`config.mk`:
```
export PLATFORM = sky130hd
export DESIGN_NAME = result_stage
export DESIGN_NICKNAME = d
export VERILOG_FILES = /design/src/hw/cpu_pkg.sv /design/src/hw/result_stage.sv
export VERILOG_INCLUDE_DIRS = /design/src /design/src/hw
export SDC_FILE = /design/constraint.sdc
export NUM_CORES = 1
export LEC_CHECK = 0
export ABC_CLOCK_PERIOD_IN_PS = 8300
export BUFFER_PORTS_ARGS = -buffer_cell sky130_fd_sc_hd__buf_2
export CORE_MARGIN = 2
export CORE_UTILIZATION = 45
export DETAILED_ROUTE_END_ITERATION = 8
export PLACE_DENSITY = 0.91
export SLEW_MARGIN = 20
export SYNTH_ARGS = -nofsm -noshare
export SYNTH_HDL_FRONTEND = slang
export SYNTH_SLANG_ARGS = --single-unit
```
`constraint.sdc`:
```
create_clock -name clk -period 8.3 [get_ports clk]
set_input_delay 0.83 -clock clk [delete_from_list [all_inputs] [get_ports clk]]
set_output_delay 0.83 -clock clk [all_outputs]
set_load 0.005 [all_outputs]
```
`src/hw/cpu_settings.svh`:
```
`ifndef CPU_SETTINGS_SVH
`define CPU_SETTINGS_SVH

// datapath and instruction word
`define CPU_XLEN         32

// register file
`define CPU_REG_ADDR_W   5
`define CPU_REG_COUNT    (1 << `CPU_REG_ADDR_W)

// instruction memory, word addressed
`define CPU_IMEM_ADDR_W  8
`define CPU_IMEM_DEPTH   (1 << `CPU_IMEM_ADDR_W)

// instruction fields
`define CPU_OPCODE_W     6
`define CPU_FUNCT_W      6
`define CPU_SHAMT_W      5
`define CPU_IMM_W        16

// j carries a word index below the opcode
`define CPU_JIDX_W       (`CPU_XLEN - `CPU_OPCODE_W)

// rs, rt, rd sit right below the opcode
`define CPU_RS_LSB       (`CPU_XLEN - `CPU_OPCODE_W - `CPU_REG_ADDR_W)
`define CPU_RT_LSB       (`CPU_RS_LSB - `CPU_REG_ADDR_W)
`define CPU_RD_LSB       (`CPU_RT_LSB - `CPU_REG_ADDR_W)

`endif

```
`src/hw/cpu_pkg.sv`:
```
`include "cpu_settings.svh"

package cpu_pkg;

    typedef enum logic [`CPU_OPCODE_W-1:0] {
        op_rtype = 6'h00,
        op_j     = 6'h02,
        op_beq   = 6'h04,
        op_bne   = 6'h05,
        op_addi  = 6'h08,
        op_andi  = 6'h0C,
        op_ori   = 6'h0D,
        op_sw    = 6'h2B,
        op_halt  = 6'h3F
    } opcode_e;

    typedef enum logic [`CPU_FUNCT_W-1:0] {
        fn_sll = 6'h00,
        fn_srl = 6'h02,
        fn_add = 6'h20,
        fn_sub = 6'h22,
        fn_and = 6'h24,
        fn_or  = 6'h25,
        fn_xor = 6'h26,
        fn_slt = 6'h2A
    } funct_e;

    typedef enum logic [3:0] {
        alu_add,
        alu_sub,
        alu_and,
        alu_or,
        alu_xor,
        alu_slt,
        alu_sll,
        alu_srl
    } alu_op_e;

    // operand source, most recent producer first
    typedef enum logic [1:0] {
        fwd_none,
        fwd_exec,
        fwd_wb
    } fwd_sel_e;

    typedef enum logic [1:0] {
        br_none,
        br_eq,
        br_ne,
        br_jump
    } branch_kind_e;

    typedef struct packed {
        logic                 valid;
        logic [`CPU_XLEN-1:0] pc;
        logic [`CPU_XLEN-1:0] instr;
    } fetch_t;

    typedef struct packed {
        logic                       valid;
        alu_op_e                    alu_op;
        branch_kind_e               branch_kind;
        logic                       reg_write;
        logic                       is_store;
        logic                       is_halt;
        logic [`CPU_REG_ADDR_W-1:0] rs_idx;
        logic [`CPU_REG_ADDR_W-1:0] rt_idx;
        logic [`CPU_REG_ADDR_W-1:0] dest_idx;
        logic [`CPU_XLEN-1:0]       rs_val;
        logic [`CPU_XLEN-1:0]       rt_val;
        logic [`CPU_XLEN-1:0]       imm;
        logic [`CPU_SHAMT_W-1:0]    shamt;
        logic                       use_imm;
        logic [`CPU_XLEN-1:0]       pc;
        logic [`CPU_XLEN-1:0]       jump_target;
    } decoded_t;

    typedef struct packed {
        logic                       valid;
        logic                       reg_write;
        logic                       is_store;
        logic                       is_halt;
        logic [`CPU_REG_ADDR_W-1:0] dest_idx;
        logic [`CPU_XLEN-1:0]       result;
        logic [`CPU_XLEN-1:0]       store_data;
    } exec_result_t;

    typedef struct packed {
        logic                       valid;
        logic                       reg_write;
        logic [`CPU_REG_ADDR_W-1:0] dest_idx;
        logic [`CPU_XLEN-1:0]       data;
    } writeback_t;

endpackage

```
`src/hw/result_stage.sv`:
```
`timescale 1ns/10ps
`include "cpu_settings.svh"

module result_stage (
    input  logic                  clk,
    input  logic                  arst_n,
    input  logic                  run,
    input  cpu_pkg::exec_result_t exec,
    output cpu_pkg::writeback_t   wb,
    output logic                  store_valid,
    output logic [`CPU_XLEN-1:0]  store_addr,
    output logic [`CPU_XLEN-1:0]  store_data,
    output logic                  halted
);

    logic live;

    // nothing younger than the halt retires
    assign live = exec.valid && run && !halted;

    always_ff @(posedge clk or negedge arst_n) begin
        if (!arst_n) begin
            wb          <= '0;
            store_valid <= 1'b0;
            halted      <= 1'b0;
        end else begin
            wb.valid     <= live;
            wb.reg_write <= exec.reg_write;
            wb.dest_idx  <= exec.dest_idx;
            wb.data      <= exec.result;
            store_valid  <= live && exec.is_store;
            if (!run) begin
                halted <= 1'b0;
            end else if (live && exec.is_halt) begin
                halted <= 1'b1;
            end
        end
    end

    // address and data hold after the pulse
    always_ff @(posedge clk) begin
        if (live && exec.is_store) begin
            store_addr <= exec.result;
            store_data <= exec.store_data;
        end
    end

    no_store_after_halt: assert property (@(posedge clk) disable iff (!arst_n)
        !(store_valid && halted))
        else $error("store issued while halted");

endmodule

```
---- Word level (Yosys, flattened, before mapping) ----
Cells that the tools add are included.
storage, ports and cells
  word-level logic and storage cells ...... 16
  register bits ........................... 105
  input bits .............................. 76
operators by class
  reduce and logical (&&, ||, !) cells .... 5
  eq/ne operators ......................... 1
  mux-type cells .......................... 2
operator list
  kind                                           count
  logical AND 1 bit                              4
  2-to-1 mux 1 bit                               2
  != test 2 x 1 -> 1 bit, second input constant  1
  logical NOT 1 bit                              1

---- Longest topological paths before layout ----
Gate-level depths: netlist of the first run.
  depth in word-level cells ............... 5
  depth in mapped cells ................... 2
  gate-level depth less buffers ........... 2

---- Worst setup path before layout of the first run ----
OpenSTA, ideal clock, no wires.
  kind .................................... input to register
  from .................................... input port exec[72] (netlist name)
  to ...................................... register store_addr[0] (enable)
  required time ........................... 7824 ps
  stages .................................. 2
  arrival time ............................ 3424 ps
  setup time .............................. 476 ps
  path buffers ............................ 0
  slack ................................... 4400 ps
  cell sequence ........................... nand2_1 nor3b_2
on the way
  word-level cells in the longest chain between the ends .. 3
RTL lines
  item                             line                text
  start: declaration               result_stage.sv:8   input cpu_pkg::exec_result_t exec,
  logical AND 1 bit (2 in series)  result_stage.sv:19  assign live = exec.valid && run && !halted;
  logical AND 1 bit                result_stage.sv:42  if (live && exec.is_store) begin
  end signal: assignment           result_stage.sv:43  store_addr <= exec.result;
  end: declaration                 result_stage.sv:11  output logic [`CPU_XLEN-1:0] store_addr,
No other way between the ends.
A chain may end at the register's enable or synchronous reset.

---- Worst setup path in the final report of the first run ----
  from .................................... input port exec[72] (netlist name)
  to ...................................... register store_data[24] (enable)
on the way
  word-level cells in the longest chain between the ends .. 3
RTL lines
  item                             line                text
  logical AND 1 bit (2 in series)  result_stage.sv:19
  logical AND 1 bit                result_stage.sv:42
  end signal: assignment           result_stage.sv:44  store_data <= exec.store_data;
  end: declaration                 result_stage.sv:12  output logic [`CPU_XLEN-1:0] store_data,
No other way between the ends.

==> metrics.txt, run 1 <==
layout cells sized above 1 63.8%; core box area 6390 um^2; Vias/cell ~4.6; Tot GR Track Use 17.0%; total power approximately 0.00096 W; Worst Hold Depth 1; DIE HEIGHT roughly 85 um; Worst Hold Class reg -> reg; syn nets about 190; CTS hold repair buffers 0; unrepaired setup endpoints after global routing no; area added between synthesis and finish 41.5%; first-pass GRT wire length 9140 um; peak supply drop 0.176 mV; flip-flop and latch area 2950 um^2; fin worst setup slack 6350 ps; footprint of the multi-input gates 37.5 um^2; setup repair bufs after CTS 0; worst slew pin tran 896 ps; ANT cells 0; worst path required time 8270 ps; clock root cell clkbuf_8; crit path launch type input pin; origin of the worst min-delay path halted; DRT iter0 DRCs 104; TritonCTS Buffers 9; Skew-Pair Late Insertion Delay 340 ps; Starting Density a little under half; switching power approximately 0.00018 W; slowest CP cell buf_4; Cell Pwr Density approximately 230 nW/um^2; largest net degree at the start of global routing 66; I/O Buffers 180; Final nets 378; Top Ports 181; routed vias 1753; Worst Skew ~10 ps; final WL 6210 um; Clk pwr share between 30% and 40%; Post-DP HPWL ~4600 um; Synth Instances 110; Fmax slightly above 500 MHz; power share of the combinational group 5.3%; post-synthesis sequential area ratio a little over nine tenths; Fin Hold WS just under 600 ps; Layout fillers 440; Final Wtd Congestion 0.747; Arr. time, crit path 1910 ps; Rel. slew slack 40.3%; DRC violations left 0; pre-CTS setup slack 5990 ps; average size of a mapped cell 27.1 um^2; TritonRoute pass-1 iters 4; YS warnings 0; Hold EP wb[38]; CTS tree done; Horiz. Die Dim 85.4 um; FF-to-FF Start halted; Cell Chain, Critical Path buf_2 > nand2_1 > nor3b_4 > buf_4; Post-Syn Area 2980 um^2; # rows 29; time the worst path needs with I/O delays and setup 1950 ps; PostCTS Resize Cnt 0; clk buf depth 2; Synth cell types 7; R2R setup slack around 6600 ps; die area 7290 um^2; kind of critical path in -> reg; post-route ant nets 0; FF+latch count, synth around 110; final hold vios 0; grt total ovfl 0; max-slew violation count 0; vias in the first global route approximately 1800; clk sinks 105; internal power 0.000777 W; setup_tns 0 ps; max cap viols 0; status completed; Final Cycle Share 23.4%; cells on worst reg2reg path 2; initial antenna violation count 0; clk slew on worst S/H paths roughly 90 ps; CTS H-tree lvls 3; register share of total power 60.3%; r2r endpoint store_data[24]; CP max FO 65; Setup crit end kind flip-flop; sw frac slightly below 20%; final setup vio count 0; post-layout util between 60% and 70%; leakage 1.91 nW; CP peak stage delay 650 ps; Wirelength per Cell between 15 and 20 um
## power groups by stage
stage                     Combinational, W  Clock (W)  Sequential, W
final                            0.0000508   0.000331       0.000580
after global routing             0.0000563   0.000359       0.000582
after CTS                        0.0000522   0.000339       0.000581
after detailed placement         0.0000521          0       0.000592
after global placement           0.0000498          0       0.000591
after floorplan                 0.00000416          0       0.000596
## critical path: cells and delay by family
family                 cells  cell delay [ps]
buffers and inverters      2              740
and+or+nand+nor            2              290
## sequential cells by signal (all words and copies together), names as in the netlist
name         cells
store_valid      1
halted           1
store_data      32
store_addr      32
wb              39
## through the flow
step,std cells,instance area (um^2)
final,384,4220
after global routing,384,4220
after CTS,384,4220
after detailed placement,368,3990
after global placement,368,3990
after floorplan,110,2980
## how the worst max path moves through the flow
stage	start	to	slack, ps	cells after the start
after floorplan	exec[72]	store_addr[0]	4400	2
final	exec[72]	store_data[24]	6350	4
after detailed placement	exec[72]	store_data[31]	5990	4
after global routing	exec[72]	store_data[14]	6290	4
after global placement	exec[72]	store_data[10]	6090	4
after CTS	exec[72]	store_addr[23]	6360	4
## kinds of logic after synthesis
logic type / synth area share (%)
AO/OA/AOI/OAI: 0.168
flip-flops: 98.9
AND/OR/NAND/NOR: 0.882
## cells in the mapped netlist
master	count	area share (%)
edfxtp_1	64	65
a21oi_1	1	0.17
nor3b_2	1	0.42
dfrtp_1	41	34
nor2b_1	1	0.21
nor2_1	1	0.13
nand2_1	1	0.13
## cells in the final DEF (no fill, tap or decap)
cell / count
buf_2: 180
edfxtp_1: 64
dfrtp_1: 41
clkbuf_8: 9
clkbuf_16: 2
clkbuf_1: 2
nand2_1: 1
nor2_1: 1
nor3b_4: 1
a21oi_1: 1
nor2b_1: 1
bufinv_16: 1
clkinv_2: 1
clkinv_4: 1
buf_4: 1
## layer usage
metal	up-vias	GRT usage (%)	wire length, um
met3	6	8.56	877
met1	822	19.0	2220
met2	138	28.1	3050
li1	787	-	-
met4	0	6.49	65
met5	-	0	0
## final cells by class
class,instances,share of cell area [%]
Sequential cell,105,69.9
Timing Repair Buffer,181,21.5
Clock buffer,13,4.30
Tap cell,77,2.29
Clock inverter,3,1.04
Multi-Input combinational cell,5,0.890
Power figures use the tool's default switching activity.
==> run 2, diff against run 1 <==
- ABC_CLOCK_PERIOD_IN_PS: 8300 -> 1750
- CORE_UTILIZATION: 45 -> 38
- PLACE_DENSITY: 0.91 -> 0.83
- clock period: 8.3 -> 1.75 ns (I/O delays scaled with it)
==> run 2 against run 1 <==
  * Sequential share of layout area down 10 points
  * Power rose to 4.8 times the previous value
  * Register-to-register slack worse by 6200 ps
  * Routed wire length up 12%
  * Clock power rose to 4.6 times the previous value
  * Critical path depth down 2
  * Via count up 15%
  * Largest cell class unchanged
  * Setup slack worse by 6000 ps
  * Highest routed layer unchanged
  * Final cell count up 25%
  * Global-route usage down 0.85 points
  * Non-clock buffer count up 71
  * Sequential cell count unchanged
==> metrics.txt, run 2 (synthesis results as in run 1) <==
setup_tns 0 ps (unchanged); TritonRoute pass-1 iters 4 (unchanged); max cap viols 0 (unchanged); sw frac 19.4% (was 19.2%); internal power 0.00374 W (was 0.000777 W); unrepaired setup endpoints after global routing no (unchanged); clk slew on worst S/H paths 90 ps (about the same); area added between synthesis and finish 66.4% (was 41.5%); leakage 2.20 nW (was 1.91 nW); Tot GR Track Use 16.2% (was 17.0%); Cell Pwr Density 936 nW/um^2 (was 228 nW/um^2); Rel. slew slack 64.0% (was 40.3%); Cell Chain, Critical Path nor3b_4 > buf_12 (was buf_2 > nand2_1 > nor3b_4 > buf_4); Arr. time, crit path 1380 ps (was 1910 ps); final setup vio count 0 (unchanged); CTS tree done (unchanged); die area 8560 um^2 (was 7290 um^2); Regs by FF count wb (39), store_addr (32), store_data (32) (unchanged); routed vias 2013 (was 1753); post-route ant nets 0 (unchanged); Setup crit end kind flip-flop (unchanged); CP peak stage delay 430 ps (was 650 ps); crit path launch type flip-flop (was input pin); clk sinks 105 (unchanged); ANT cells 0 (unchanged); layout cells sized above 1 52.1% (was 63.8%); setup repair bufs after CTS 0 (unchanged); power share of the combinational group 8.0% (was 5.3%); # rows 32 (was 29); clk buf depth 2 (unchanged); Fmax around 730 MHz; Layout fillers 538 (was 440); Most flops, register wb (unchanged); final WL 6970 um (was 6210 um); first-pass GRT wire length 10300 um (was 9140 um); fin cells 480 (was 384); DIE HEIGHT 92.5 um (was 85.4 um); Top Ports 181 (unchanged); leading cell types in the layout, fill and taps excluded buf_2 (180), dlygate4sd3_1 (70), edfxtp_1 (64), dfrtp_1 (41), clkbuf_8 (10) (was buf_2 (180), edfxtp_1 (64), dfrtp_1 (41), clkbuf_8 (9)); worst path required time 1760 ps (was 8270 ps); flip-flop and latch area 2950 um^2 (unchanged); switching power 0.000899 W (was 0.000185 W); I/O Buffers 180 (unchanged); status completed (unchanged); Starting Density 39.0% (was 46.6%); footprint of the multi-input gates 37.5 um^2 (unchanged); TritonCTS Buffers 9 (unchanged); vias in the first global route 2166 (was 1821); Final Wtd Congestion 0.681 (was 0.747); grt met3 use 5.37% (was 8.56%); final hold vios 0 (unchanged); met2 Track Usage GR 29.4% (was 28.1%); Post-Place Cells 394 (was 368); grt total ovfl 0 (unchanged); CP Buf/Inv Count 1 (was 2); max reg flops 39 (unchanged); Wirelength per Cell 14.5 um (was 16.2 um); Worst Skew 7.04 ps (was 10.1 ps); slowest CP cell dfrtp_1 (was buf_4); time the worst path needs with I/O delays and setup around 1400 ps; Skew-Pair Late Insertion Delay 340 ps (about the same); CP max FO 65 (unchanged); CTS H-tree lvls 3 (unchanged); initial antenna violation count 0 (unchanged); kind of critical path reg -> reg (was in -> reg); Horiz. Die Dim 92.5 um (was 85.4 um); DRC violations left 0 (unchanged); Final Cycle Share 78.4%; register share of total power 59.3% (was 60.3%); Worst Hold Class in -> reg (was reg -> reg); Vias/cell 4.19 (was 4.57); DRT iter0 DRCs 41 (was 104); peak supply drop 0.762 mV (was 0.176 mV); largest net degree at the start of global routing 66 (unchanged); core box area 7650 um^2 (was 6390 um^2); M1 GR Usage 16.8% (was 19.0%); commonest non-fill, non-tap cell in the layout buf_2 (unchanged); GRT busiest layer met2 (unchanged); Final nets 449 (was 378); clock root cell clkbuf_8 (unchanged); Clk pwr share 32.7% (was 34.4%); max-slew violation count 0 (unchanged); worst slew pin tran 540 ps (was 896 ps); family with the most delay on the worst path flip-flops (was buffers and inverters)
[run 2: path summary, 6_finish.rpt]
check	start	to	slack, ps	cells after the start
max	halted	store_data[7]	380	2
min	exec[15]	store_data[15]	40	1
max reg2reg	halted	store_data[7]	380	2
min reg2reg	halted	wb[38]	530	1
max in group asynchronous	arst_n	wb[18]	940	3
min in group asynchronous	arst_n	wb[23]	420	3
[run 2: through the flow]
step	worst slack (ps)	util, %	hold slack (ps)	cell area (um^2)	total power (W)
6_report	378	64.8	35.8	4960	0.00464
5_1_grt	315	64.8	4.48	4960	0.00482
4_1_cts	395	64.7	2.61	4950	0.00470
3_5_place_dp	412	52.8	279	4040	0.00306
3_3_place_gp	438	52.8	262	4040	0.00304
2_1_floorplan	-786	-	-121	2990	0.00284
[run 2: area by class of cell]
type,count,area share (%)
multi-input combinational,5,0.757
timing repair buffer,252,32.9
clock inverter,3,0.934
clock buffer,13,3.43
sequential,105,59.4
tap,102,2.57
[run 2: power groups by stage]
stage | sequential, W | clock, W | combinational, W
floorplan | 0.00282 | 0 | 0.0000213
global placement | 0.00280 | 0 | 0.000240
detailed placement | 0.00281 | 0 | 0.000249
CTS | 0.00275 | 0.00158 | 0.000368
global route | 0.00276 | 0.00166 | 0.000405
finish | 0.00275 | 0.00152 | 0.000371
[run 2: worst reg2reg max path: cells and delay by family, from the launching register on]
family	cells	cell delay, ps
buffers and inverters	1	330
flip-flops	1	430
AND/OR/NAND/NOR	1	230
[run 2: timing repair]
action,in CTS,in global routing
resized for setup,0,0
hold endpoints to repair,135,1
hold buffers,69,1
[run 2: routing by layer]
metal,vias up,wire length [um]
met3,10,629
met1,955,2520
li1,929,-
met5,-,0
met4,0,112
met2,119,3720
==> run 3, diff against run 2 <==
- ABC_CLOCK_PERIOD_IN_PS: 1750 -> 1400
- CORE_UTILIZATION: 38 -> 42
- PLACE_DENSITY: 0.83 -> 0.86
- clock period: 1.75 -> 1.4 ns (I/O delays scaled with it)
==> run 3 against run 2 <==
  * Sequential cell count unchanged
  * Clock skew increased by 6.8 ps
  * Worst hold slack improved by 0.57 ps
  * Via count increased by 4.6%
  * Non-clock buffer count increased by 2
  * Register-to-register slack got worse by 290 ps
  * Critical path depth unchanged
  * Setup slack got worse by 290 ps
  * Routed wire length increased by 20%
  * Largest power group unchanged
==> metrics.txt, run 3 (synthesis results as in run 1) <==
first-pass GRT wire length 11800 um (was 10300 um); cells on worst reg2reg path 2 (unchanged); CP Buf/Inv Count 1 (unchanged); max cap viols 0 (unchanged); DP Area 4070 um^2 (was 4040 um^2); final setup vio count 0 (unchanged); Horiz. Die Dim 88.2 um (was 92.5 um); R2R setup slack 90 ps (was 380 ps); clk buf depth 2 (unchanged); Final nets 451 (was 449); DRC violations left 0 (unchanged); CTS H-tree lvls 3 (unchanged); kind of critical path reg -> reg (unchanged); Hold EP halted (was store_data[15]); Final Cycle Share 93.5% (was 78.4%); time the worst path needs with I/O delays and setup 1310 ps (was 1370 ps); Post-DP HPWL around 4800 um; FF-to-FF Start halted (unchanged); Cell Chain, Critical Path nor3b_4 > buf_12 (unchanged); TritonRoute pass-1 iters 4 (unchanged); worst slew pin tran 447 ps (was 540 ps); CP peak stage delay 440 ps (was 430 ps); Wirelength per Cell 17.6 um (was 14.5 um); status completed (unchanged); DRT iter0 DRCs 85 (was 41); # rows 30 (was 32); die area 7780 um^2 (was 8560 um^2); post-route ant nets 0 (unchanged); Design Area, Final 4950 um^2 (was 4960 um^2); Fin Hold WS 36.4 ps (was 35.8 ps); slowest CP cell dfrtp_1 (unchanged); worst path required time 1450 ps (was 1760 ps); leading cell types in the layout, fill and taps excluded buf_2 (180), dlygate4sd3_1 (71), edfxtp_1 (64), dfrtp_1 (41), clkbuf_8 (9) (was buf_2 (180), dlygate4sd3_1 (70), edfxtp_1 (64), dfrtp_1 (41), clkbuf_8 (10)); ANT cells 0 (unchanged); unrepaired setup endpoints after global routing no (unchanged); Starting Density 43.6% (was 39.0%); post-layout util 72.5% (was 64.8%); Top Ports 181 (unchanged); Cell Pwr Density 1130 nW/um^2 (was 936 nW/um^2); CP max FO 36 (was 65); Final Wtd Congestion 0.810 (was 0.681); layout cells sized above 1 52.4% (was 52.1%); clock root cell clkbuf_8 (unchanged); origin of the worst min-delay path run (was exec[15]); DIE HEIGHT 88.2 um (was 92.5 um); Worst Hold Class in -> reg (unchanged); CTS tree done (unchanged); pre-CTS setup slack 95.1 ps (was 412 ps); TritonCTS Buffers 9 (unchanged); Regs by FF count wb (39), store_addr (32), store_data (32) (unchanged); I/O Buffers 180 (unchanged); commonest non-fill, non-tap cell in the layout buf_2 (unchanged); clk sinks 105 (unchanged); crit path launch type flip-flop (unchanged); Vias/cell 4.42 (was 4.19); routed vias 2106 (was 2013); Fmax 764 MHz (was 729 MHz); core box area 6830 um^2 (was 7650 um^2); final hold vios 0 (unchanged); leakage 2.19 nW (was 2.20 nW); Worst Hold Depth 2 (was 1); Setup crit end kind flip-flop (unchanged); initial antenna violation count 0 (unchanged); area added between synthesis and finish 66.3% (was 66.4%); Tot GR Track Use 21.2% (was 16.2%); fin worst setup slack 91.6 ps (was 378 ps); grt total ovfl 0 (unchanged); Worst Skew 13.8 ps (was 7.04 ps); max reg flops 39 (unchanged); max-slew violation count 0 (unchanged); clk slew on worst S/H paths 90 ps (about the same); Most flops, register wb (unchanged); family with the most delay on the worst path flip-flops (unchanged); Skew-Pair Late Insertion Delay 360 ps (was 340 ps); final WL 8380 um (was 6970 um); Arr. time, crit path 1360 ps (was 1380 ps); largest net degree at the start of global routing 37 (was 66); peak supply drop 0.637 mV (was 0.762 mV); r2r endpoint store_data[0] (was store_data[7]); Rel. slew slack 70.2% (was 64.0%); vias in the first global route 2283 (was 2166)
## run 3: how the worst max path moves through the flow
stage / start / cells after the start / to / slack, ps
after floorplan: halted / 1 / store_addr[0] / -1140
after global placement: halted / 2 / store_data[22] / 130
after detailed placement: halted / 2 / store_data[3] / 100
after CTS: halted / 2 / store_data[3] / 90
after global routing: halted / 2 / store_addr[24] / 40
final: halted / 2 / store_data[0] / 90
## run 3: worst register-to-register path, cell delays in order, from the launching register on
cell and delay, ps:
dfrtp_1 440, nor3b_4 300, buf_12 260
## run 3: report_power, final
part	switching [W]	internal, W
clock network	0.00101	0.000658
registers	0.0000332	0.00341
logic	0.000201	0.000291
total	0.00124	0.00436
## run 3: metrics by stage
step           std cells  power [W]  TNS (ps)
5_1_grt              476    0.00583         0
6_report             476    0.00560         0
3_3_place_gp         389    0.00382         0
2_1_floorplan        110    0.00356    -73690
4_1_cts              476    0.00563         0
3_5_place_dp         389    0.00383         0
## run 3: what timing repair did
| action | CTS | global route |
|---|---|---|
| gates resized for setup | 0 | 0 |
| buffers inserted | 0 | 0 |
| hold buffers | 71 | 0 |
| hold endpoints to repair | 120 | 0 |
## run 3: area by class of cell
| cell class | count | area, um^2 |
|---|---|---|
| fill | 428 | 1880 |
| tap | 96 | 120 |
| sequential | 105 | 2950 |
| timing repair buffer | 254 | 1670 |
| multi-input combinational | 5 | 37.5 |
| clock inverter | 7 | 53.8 |
| clock buffer | 9 | 124 |
## run 3: layer usage
metal | up-vias | global-route usage (%) | wire, um
met2 | 135 | 38.1 | 4360
met4 | 0 | 7.44 | 193
met5 | - | 0 | 0
met3 | 14 | 6.72 | 768
met1 | 1023 | 23.7 | 3060
li1 | 934 | - | -
